## config.mk

```make
export PLATFORM = sky130hd
export DESIGN_NAME = rgbw_led_top
export DESIGN_NICKNAME = d
export VERILOG_FILES = /design/src/source/rgbw_pkg.sv /design/src/source/spi_byte_receiver.sv /design/src/source/rgbw_data_dispenser.sv /design/src/source/rgbw_color_gen.sv /design/src/source/rgbw_pwm.sv /design/src/source/rgbw_led_top.sv
export VERILOG_INCLUDE_DIRS = /design/src /design/src/include
export SDC_FILE = /design/constraint.sdc
export NUM_CORES = 1
export LEC_CHECK = 0
export ABC_AREA = 1
export BUFFER_PORTS_ARGS = -buffer_cell sky130_fd_sc_hd__buf_2
export CAP_MARGIN = 25
export CORE_MARGIN = 1
export CORE_UTILIZATION = 40
export DETAILED_ROUTE_END_ITERATION = 8
export PLACE_DENSITY = 0.62
export SLEW_MARGIN = 5
export SYNTH_ARGS = -nofsm -noshare
export SYNTH_HDL_FRONTEND = slang
export SYNTH_SLANG_ARGS = --single-unit
```

## constraint.sdc

```tcl
create_clock -name clk -period 5.5 [get_ports clk]
set_input_delay 1.1 -clock clk [delete_from_list [all_inputs] [get_ports clk]]
set_output_delay 1.1 -clock clk [all_outputs]
set_load 0.05 [all_outputs]
```

## src/include/rgbw_defs.svh

```systemverilog
`ifndef RGBW_DEFS_SVH
`define RGBW_DEFS_SVH

// frame start marker on the spi stream
`define RGBW_SYNC_BYTE 8'h55

// payload bytes after the sync byte
// order is intensity, palette index, red, green, blue, white, mode
`define RGBW_PAYLOAD_LEN 7

// built-in palette entries
// indexed by the low bits of the palette index byte
`define RGBW_PALETTE_SIZE 16

// pwm resolution in bits
// one pwm period is 2**bits clk cycles
`define RGBW_PWM_BITS 8

`endif

```

## src/source/rgbw_pkg.sv

```systemverilog
package rgbw_pkg;

    // steady view of the mode byte, bit 7 clear
    typedef struct packed {
        logic       is_blink;
        logic [5:0] reserved;
        // take colours from the palette table
        logic       palette_sel;
    } rgbw_steady_t;

    // blink view of the mode byte, bit 7 set
    typedef struct packed {
        logic       is_blink;
        // in pwm periods, 0 counts as 1
        logic [6:0] half_period;
    } rgbw_blink_t;

    // one mode byte, decoded by bit 7
    typedef union packed {
        rgbw_steady_t steady;
        rgbw_blink_t  blink;
    } rgbw_mode_u;

endpackage

```

## src/source/spi_byte_receiver.sv

```systemverilog
`timescale 1ns/1ns

module spi_byte_receiver (
    input  logic       clk,
    input  logic       reset,
    input  logic       sclk,
    input  logic       mosi,
    input  logic       cs_n,
    output logic [7:0] rx_byte,
    output logic       rdy,
    output logic       sel
);

    // two-flop synchronizers, bit 1 is the safe one
    logic [1:0] sclk_sync;
    logic [1:0] mosi_sync;
    logic [1:0] cs_n_sync;
    // delayed sclk for edge detect
    logic       sclk_prev;
    logic       sclk_rise;
    // first seven bits of the byte
    logic [6:0] shift;
    logic [2:0] bit_cnt;

    always_ff @(posedge clk) begin
        if (!reset) begin
            sclk_sync <= 2'b00;
            mosi_sync <= 2'b00;
            // chip select idles high
            cs_n_sync <= 2'b11;
            sclk_prev <= 1'b0;
        end else begin
            sclk_sync <= {sclk_sync[0], sclk};
            mosi_sync <= {mosi_sync[0], mosi};
            cs_n_sync <= {cs_n_sync[0], cs_n};
            sclk_prev <= sclk_sync[1];
        end
    end

    // mode 0, sample on rising sclk
    assign sclk_rise = sclk_sync[1] & ~sclk_prev;
    assign sel = ~cs_n_sync[1];

    // msb first, no reset needed on the data path
    always_ff @(posedge clk) begin
        if (sclk_rise) begin
            shift <= {shift[5:0], mosi_sync[1]};
        end
    end

    always_ff @(posedge clk) begin
        if (!reset) begin
            bit_cnt <= 3'd0;
            rx_byte <= 8'h00;
            rdy     <= 1'b0;
        end else begin
            rdy <= 1'b0;
            // deselect realigns to a byte boundary
            if (cs_n_sync[1]) begin
                bit_cnt <= 3'd0;
            end else if (sclk_rise) begin
                bit_cnt <= bit_cnt + 3'd1;
                // eighth bit completes the byte
                if (bit_cnt == 3'd7) begin
                    rx_byte <= {shift, mosi_sync[1]};
                    rdy     <= 1'b1;
                end
            end
        end
    end

endmodule

```

## src/source/rgbw_data_dispenser.sv

```systemverilog
`timescale 1ns/1ns
`include "rgbw_defs.svh"

module rgbw_data_dispenser (
    input  logic                 clk,
    input  logic                 reset,
    input  logic [7:0]           rx_byte,
    input  logic                 rdy,
    input  logic                 sel,
    output logic [7:0]           intensity,
    output logic [7:0]           palette_idx,
    output logic [7:0]           red,
    output logic [7:0]           green,
    output logic [7:0]           blue,
    output logic [7:0]           white,
    output rgbw_pkg::rgbw_mode_u mode,
    output logic                 frame_done
);

    import rgbw_pkg::*;

    // byte and strobe latched one clk before use
    logic [7:0] rx_latch;
    logic       rdy_latch;
    // 0 waits for sync, 1..7 are payload slots
    logic [2:0] byte_pos;
    logic       last_byte;
    // payload held here until the frame is complete
    logic [7:0] stage [1:`RGBW_PAYLOAD_LEN-1];

    assign last_byte = (byte_pos == 3'(`RGBW_PAYLOAD_LEN));

    always_ff @(posedge clk) begin
        if (!reset) begin
            rx_latch  <= 8'h00;
            rdy_latch <= 1'b0;
        end else begin
            rx_latch  <= rx_byte;
            rdy_latch <= rdy;
        end
    end

    // byte position tracking
    always_ff @(posedge clk) begin
        if (!reset) begin
            byte_pos <= 3'd0;
        end else if (!sel) begin
            // chip select dropped, any partial frame is lost
            byte_pos <= 3'd0;
        end else if (rdy_latch) begin
            if (byte_pos == 3'd0) begin
                // hunt for the start marker
                if (rx_latch == `RGBW_SYNC_BYTE) begin
                    byte_pos <= 3'd1;
                end
            end else if (last_byte) begin
                byte_pos <= 3'd0;
            end else begin
                byte_pos <= byte_pos + 3'd1;
            end
        end
    end

    // staging slots for intensity through white
    always_ff @(posedge clk) begin
        if (sel && rdy_latch && byte_pos != 3'd0 && !last_byte) begin
            stage[byte_pos] <= rx_latch;
        end
    end

    // output registers change only on a complete frame
    always_ff @(posedge clk) begin
        if (!reset) begin
            intensity   <= 8'h00;
            palette_idx <= 8'h00;
            red         <= 8'h00;
            green       <= 8'h00;
            blue        <= 8'h00;
            white       <= 8'h00;
            mode        <= '0;
            frame_done  <= 1'b0;
        end else begin
            frame_done <= 1'b0;
            if (sel && rdy_latch && last_byte) begin
                intensity   <= stage[1];
                palette_idx <= stage[2];
                red         <= stage[3];
                green       <= stage[4];
                blue        <= stage[5];
                white       <= stage[6];
                // mode byte goes straight out
                mode        <= rgbw_mode_u'(rx_latch);
                frame_done  <= 1'b1;
            end
        end
    end

endmodule

```

## src/source/rgbw_color_gen.sv

```systemverilog
`timescale 1ns/1ns
`include "rgbw_defs.svh"

module rgbw_color_gen (
    input  logic                      clk,
    input  logic                      reset,
    input  logic [7:0]                intensity,
    input  logic [7:0]                palette_idx,
    input  logic [7:0]                red,
    input  logic [7:0]                green,
    input  logic [7:0]                blue,
    input  logic [7:0]                white,
    input  rgbw_pkg::rgbw_mode_u      mode,
    input  logic                      frame_done,
    input  logic                      period_start,
    output logic [`RGBW_PWM_BITS-1:0] level_r,
    output logic [`RGBW_PWM_BITS-1:0] level_g,
    output logic [`RGBW_PWM_BITS-1:0] level_b,
    output logic [`RGBW_PWM_BITS-1:0] level_w
);

    import rgbw_pkg::*;

    localparam int idx_bits = $clog2(`RGBW_PALETTE_SIZE);

    // entries packed as {red, green, blue, white}
    localparam logic [31:0] palette [`RGBW_PALETTE_SIZE] = '{
        32'h00_00_00_00,
        32'hff_00_00_00,
        32'h00_ff_00_00,
        32'h00_00_ff_00,
        32'h00_00_00_ff,
        32'hff_ff_00_00,
        32'h00_ff_ff_00,
        32'hff_00_ff_00,
        32'h40_20_00_ff, // warm white
        32'hff_60_00_00,
        32'h80_00_ff_00,
        32'hff_40_80_00,
        32'h00_80_80_00,
        32'h80_ff_00_00,
        32'h40_a0_ff_00,
        32'hff_ff_ff_ff
    };

    rgbw_blink_t blink_view;
    logic [31:0] entry;
    logic [7:0]  src_r, src_g, src_b, src_w;
    logic [6:0]  half_period;
    logic [6:0]  phase_cnt;
    logic        phase_on;
    logic        phase_wrap;
    // set once the pwm has picked up the new frame
    logic        armed;

    // channel times (intensity + 1), divided by 256
    function automatic logic [`RGBW_PWM_BITS-1:0] scale(input logic [7:0] chan,
                                                      input logic [7:0] gain);
        logic [16:0] prod;
        prod = chan * ({1'b0, gain} + 9'd1);
        return prod[15:8];
    endfunction

    assign blink_view  = mode.blink;
    assign half_period = (blink_view.half_period == 7'd0) ? 7'd1 : blink_view.half_period;
    assign phase_wrap  = (phase_cnt + 7'd1) >= half_period;
    assign entry       = palette[palette_idx[idx_bits-1:0]];

    // palette only in steady view with bit 0 set
    always_comb begin
        if (!blink_view.is_blink && mode.steady.palette_sel) begin
            {src_r, src_g, src_b, src_w} = entry;
        end else begin
            {src_r, src_g, src_b, src_w} = {red, green, blue, white};
        end
    end

    always_ff @(posedge clk) begin
        if (!reset) begin
            phase_cnt <= 7'd0;
            phase_on  <= 1'b1;
            armed     <= 1'b0;
            level_r   <= '0;
            level_g   <= '0;
            level_b   <= '0;
            level_w   <= '0;
        end else if (frame_done) begin
            // new frame starts in the on phase
            phase_cnt <= 7'd0;
            phase_on  <= 1'b1;
            armed     <= 1'b0;
            level_r   <= scale(src_r, intensity);
            level_g   <= scale(src_g, intensity);
            level_b   <= scale(src_b, intensity);
            level_w   <= scale(src_w, intensity);
        end else if (blink_view.is_blink && period_start) begin
            // first boundary only loads the frame into the pwm
            if (!armed) begin
                armed <= 1'b1;
            end else if (phase_wrap) begin
                phase_cnt <= 7'd0;
                phase_on  <= ~phase_on;
                // leaving the on phase blanks all four
                level_r   <= phase_on ? '0 : scale(src_r, intensity);
                level_g   <= phase_on ? '0 : scale(src_g, intensity);
                level_b   <= phase_on ? '0 : scale(src_b, intensity);
                level_w   <= phase_on ? '0 : scale(src_w, intensity);
            end else begin
                phase_cnt <= phase_cnt + 7'd1;
            end
        end
    end

endmodule

```

## src/source/rgbw_pwm.sv

```systemverilog
`timescale 1ns/1ns
`include "rgbw_defs.svh"

module rgbw_pwm (
    input  logic                      clk,
    input  logic                      reset,
    input  logic [`RGBW_PWM_BITS-1:0] level_r,
    input  logic [`RGBW_PWM_BITS-1:0] level_g,
    input  logic [`RGBW_PWM_BITS-1:0] level_b,
    input  logic [`RGBW_PWM_BITS-1:0] level_w,
    output logic                      pwm_r,
    output logic                      pwm_g,
    output logic                      pwm_b,
    output logic                      pwm_w,
    output logic                      period_start
);

    logic [`RGBW_PWM_BITS-1:0] cnt;
    logic [`RGBW_PWM_BITS-1:0] cnt_next;
    logic [`RGBW_PWM_BITS-1:0] level     [4];
    logic [`RGBW_PWM_BITS-1:0] duty      [4];
    logic [`RGBW_PWM_BITS-1:0] duty_next [4];
    // channel order r, g, b, w
    logic [3:0]                pin;

    assign level[0] = level_r;
    assign level[1] = level_g;
    assign level[2] = level_b;
    assign level[3] = level_w;
    assign cnt_next = cnt + 1'b1;

    // duty for the cycle being entered, new level at count 0
    always_comb begin
        for (int i = 0; i < 4; i++) begin
            duty_next[i] = (cnt_next == '0) ? level[i] : duty[i];
        end
    end

    always_ff @(posedge clk) begin
        if (!reset) begin
            // first cycle out of reset is count 0
            cnt          <= '1;
            period_start <= 1'b0;
            pin          <= 4'b0000;
            for (int i = 0; i < 4; i++) begin
                duty[i] <= '0;
            end
        end else begin
            cnt          <= cnt_next;
            period_start <= (cnt_next == '0);
            for (int i = 0; i < 4; i++) begin
                duty[i] <= duty_next[i];
                // high for counts 0 .. duty-1
                pin[i]  <= (cnt_next < duty_next[i]);
            end
        end
    end

    assign pwm_r = pin[0];
    assign pwm_g = pin[1];
    assign pwm_b = pin[2];
    assign pwm_w = pin[3];

endmodule

```

## src/source/rgbw_led_top.sv

```systemverilog
`timescale 1ns/1ns
`include "rgbw_defs.svh"

module rgbw_led_top (
    input  logic clk,
    input  logic reset,
    input  logic sclk,
    input  logic mosi,
    input  logic cs_n,
    output logic pwm_r,
    output logic pwm_g,
    output logic pwm_b,
    output logic pwm_w,
    output logic period_start
);

    import rgbw_pkg::*;

    // receiver to parser
    logic [7:0] rx_byte;
    logic       rdy;
    logic       sel;
    // parsed frame fields
    logic [7:0] intensity;
    logic [7:0] palette_idx;
    logic [7:0] red;
    logic [7:0] green;
    logic [7:0] blue;
    logic [7:0] white;
    rgbw_mode_u mode;
    logic       frame_done;
    // colour generator to pwm
    logic [`RGBW_PWM_BITS-1:0] level_r;
    logic [`RGBW_PWM_BITS-1:0] level_g;
    logic [`RGBW_PWM_BITS-1:0] level_b;
    logic [`RGBW_PWM_BITS-1:0] level_w;

    spi_byte_receiver i_rx (
        .clk     (clk),
        .reset   (reset),
        .sclk    (sclk),
        .mosi    (mosi),
        .cs_n    (cs_n),
        .rx_byte (rx_byte),
        .rdy     (rdy),
        .sel     (sel)
    );

    rgbw_data_dispenser i_parser (
        .clk         (clk),
        .reset       (reset),
        .rx_byte     (rx_byte),
        .rdy         (rdy),
        .sel         (sel),
        .intensity   (intensity),
        .palette_idx (palette_idx),
        .red         (red),
        .green       (green),
        .blue        (blue),
        .white       (white),
        .mode        (mode),
        .frame_done  (frame_done)
    );

    rgbw_color_gen i_color (
        .clk          (clk),
        .reset        (reset),
        .intensity    (intensity),
        .palette_idx  (palette_idx),
        .red          (red),
        .green        (green),
        .blue         (blue),
        .white        (white),
        .mode         (mode),
        .frame_done   (frame_done),
        .period_start (period_start),
        .level_r      (level_r),
        .level_g      (level_g),
        .level_b      (level_b),
        .level_w      (level_w)
    );

    rgbw_pwm i_pwm (
        .clk          (clk),
        .reset        (reset),
        .level_r      (level_r),
        .level_g      (level_g),
        .level_b      (level_b),
        .level_w      (level_w),
        .pwm_r        (pwm_r),
        .pwm_g        (pwm_g),
        .pwm_b        (pwm_b),
        .pwm_w        (pwm_w),
        .period_start (period_start)
    );

endmodule

```

==> flow_summary.ini <==
[place]
dp_hpwl_microns = 36100
pre_cts_slack_ps = 83.8
portBuffers = 9
dp_cells = 2875
routabilityCongestion = 0.903
place_area_sq_um = 19200

[critical_path]
rr_worst_depth = 23
ff2ff_setup_slack_ps = 310
setup.worst_path.start_class = flip-flop
r2r-start = i_parser.palette_idx[1]$_SDFFE_PN0P_
arrival_ps = 5590
end_kind = flip-flop
required_ps = 5900
crit_fanout = 4
r2r_end = i_color.level_r[0]$_SDFFE_PN0P_
path_class = flip-flop to flip-flop

[logic_synthesis]
synth_cells = 2253
ys.flop_type = dfxtp_1
syn_avg_cell_area_sq_um = 7.98
synth-seq-cells = 221
synth_edf_count = 51
syn_nets = 2596
async_flop_share_pct = 0
yosysWarnings = 0
syn-cell-area_sq_um = 18000
seq_area_frac_synth_pct = 27.5
synth_cell_types = 47

[drt]
num_vias = 14700
routed_via_density = 5.03
ant_nets = 0
drc = 0
wirelength_microns = 46500
first_pass_iters = 8
drtIter0Drc = 908
wl_per_cell_microns = 15.9

[finish]
stdcell_area_sq_um = 20300
largest-register = i_parser.stage
fin_util_pct = 45.9
top_regs = i_parser.stage (44), i_pwm.duty (32)
drive_gt1_share_pct = 10.5
area_growth_pct = 12.9
fin_cells = 2930
n_antenna_cell = 0
most-common-layout-cells = inv_1, nand2_1, nor2_1
fillerInstances = 4330
final_net_count = 2663
largest_reg_flops = 44
layout_commonest_cell = inv_1

[cts]
clock_path_buffers = 3
cts.htree.levels = 1
cts_tree = built
clk_pin_slew_ps = 60
cts_sinks = 221
numCtsBuffers = 26
clock_latency_ps = 580
clock-root-buffer = clkbuf_16

[grt]
overflow = 0
grt_pass1_wl_microns = 78100
grt_antenna_before_repair = 0
grt_max_degree = 87
track_usage_pct = 21.1
grt_pass1_vias = 15500

[timing]
final-setup-viol-count = 0
tightest_slew_ps = 917
slew_viol_final = 0
rsz0062_at_grt = yes
fin_crit_sh_pct = 94.3
min_period_ps = 5190
finalSetupTns_ps = 0
hold_viol = 0
skew_ps = 31.0
fmaxAchievable_mhz = 193
max-slew-margin-rel_pct = 38.7
setup_ws_ps = 313

[pwr]
p_per_area_nw_per_um2 = 181
power_leakage_nw = 9.78
vdd_drop_max_uv = 279

[die]
initial_utilization_pct = 40.6
design.die.area_sq_um = 45800
io_pins = 10
core.rowCount = 77
die_x_microns = 214
die_h_microns = 214
core_region_area_sq_um = 44200

[min_path]
hold_end = i_rx.cs_n_sync[1]$_SDFF_PN1_
hp-start = i_rx.cs_n_sync[0]$_SDFF_PN1_
hold_path_class = flip-flop to flip-flop
hold_depth = 1

[flow_run]
drv_cap = 0

[run_status]
outcome = completed
==> layout make-up <==
type                    instances  area, sq um  area share [%]
clock inverters                11          100           0.493
well taps                     592          741            3.65
inverters                     425         1610            7.95
repair buffers                104          796            3.92
clock buffers                  35          734            3.62
flip-flops and latches        221         4940            24.3
multi-input cells            1542        11400            56.0
==> timing repair <==
action	CTS	global route
setup endpoints to repair	0	24
resized for setup	0	61
setup buffers	0	9
hold buffers	0	0
==> routing by layer <==
layer  track usage, %  vias up  part of all wire (%)
li1                 -     7234                     -
met1             27.1     7076                    45
met2             35.9      351                    47
met3             3.00       88                   5.1
met4             7.94        0                   3.4
met5                0        -                     0
==> kinds of logic (layout without fill, tap and decap cells) <==
family	count (synthesis)	count (layout)	share of synthesized area, %
AND/OR/NAND/NOR	848	848	19.9
adder cells (fa/ha/maj)	338	338	30.2
multiplexers	28	28	1.75
XOR/XNOR	27	27	1.32
flip-flops	221	221	27.5
AO/OA/AOI/OAI	301	301	8.88
buffers and inverters	490	575	10.5
==> worst max-delay path, stage by stage, from the launching register on <==
cell        delay, ps
dfxtp_1           340
inv_2              90
ha_1              140
nand2_1            50
nand3_1           100
nand2_1           120
nand2_4           100
clkinvlp_4        180
a21oi_2           180
buf_4             130
buf_4             100
nand2_1            60
fa_1              500
fa_1              560
inv_1              60
fa_1              510
fa_1              500
ha_1              340
a21oi_1           180
o21ai_0           150
a31o_2            240
or2_2             270
nand3_1            80
a21oi_1            60
==> synth_stat cells, drive strengths merged (9+ instances only) <==
cell    instances  area [sq um]
xnor2          12           105
fa            160          3200
nand3b         18           135
o21bai          9          67.6
or2             9          56.3
nand4          18           113
mux2i          28           314
ha            178          2230
clkbuf         50           188
edfxtp         51          1530
a21oi         181           906
dfxtp         170          3400
buf            15           105
xor2           15           131
nor3           19           100
nor2          291          1130
o21ai          88           440
nand3          96           490
inv           425          1600
nand2         389          1500
==> through the flow <==
stage	total power, W	hold slack [ps]
final	0.00368	411
after global placement	0.00203	394
after floorplan	0.00195	390
after detailed placement	0.00205	398
after CTS	0.00372	413
after global routing	0.00383	421
==> power by group <==
group / total, W / leakage, nW / switching (W) / internal [W]
Combinational: 0.000323 / 7.50 / 0.000223 / 0.000101
Sequential: 0.00169 / 1.88 / 0.0000146 / 0.00168
Clock: 0.00167 / 0.405 / 0.000724 / 0.000944
Total: 0.00368 / 9.78 / 0.000962 / 0.00272
==> worst max path at each step <==
stage | startpoint | end | slack, ps | cells after the start
final | i_parser.palette_idx[1]$_SDFFE_PN0P_ | i_color.level_r[0]$_SDFFE_PN0P_ | 310 | 23
after detailed placement | i_parser.palette_idx[0]$_SDFFE_PN0P_ | i_color.level_r[7]$_SDFFE_PN0P_ | 80 | 25
after CTS | i_parser.palette_idx[0]$_SDFFE_PN0P_ | i_color.level_r[7]$_SDFFE_PN0P_ | 20 | 25
after global routing | i_parser.intensity[0]$_SDFFE_PN0P_ | i_color.level_r[6]$_SDFFE_PN0P_ | -60 | 26
after global placement | i_parser.palette_idx[2]$_SDFFE_PN0P_ | i_color.level_r[6]$_SDFFE_PN0P_ | 160 | 21
after floorplan | i_parser.intensity[0]$_SDFFE_PN0P_ | i_color.level_r[7]$_SDFFE_PN0P_ | 400 | 20
No activity file was read; power rests on OpenSTA's default activity.
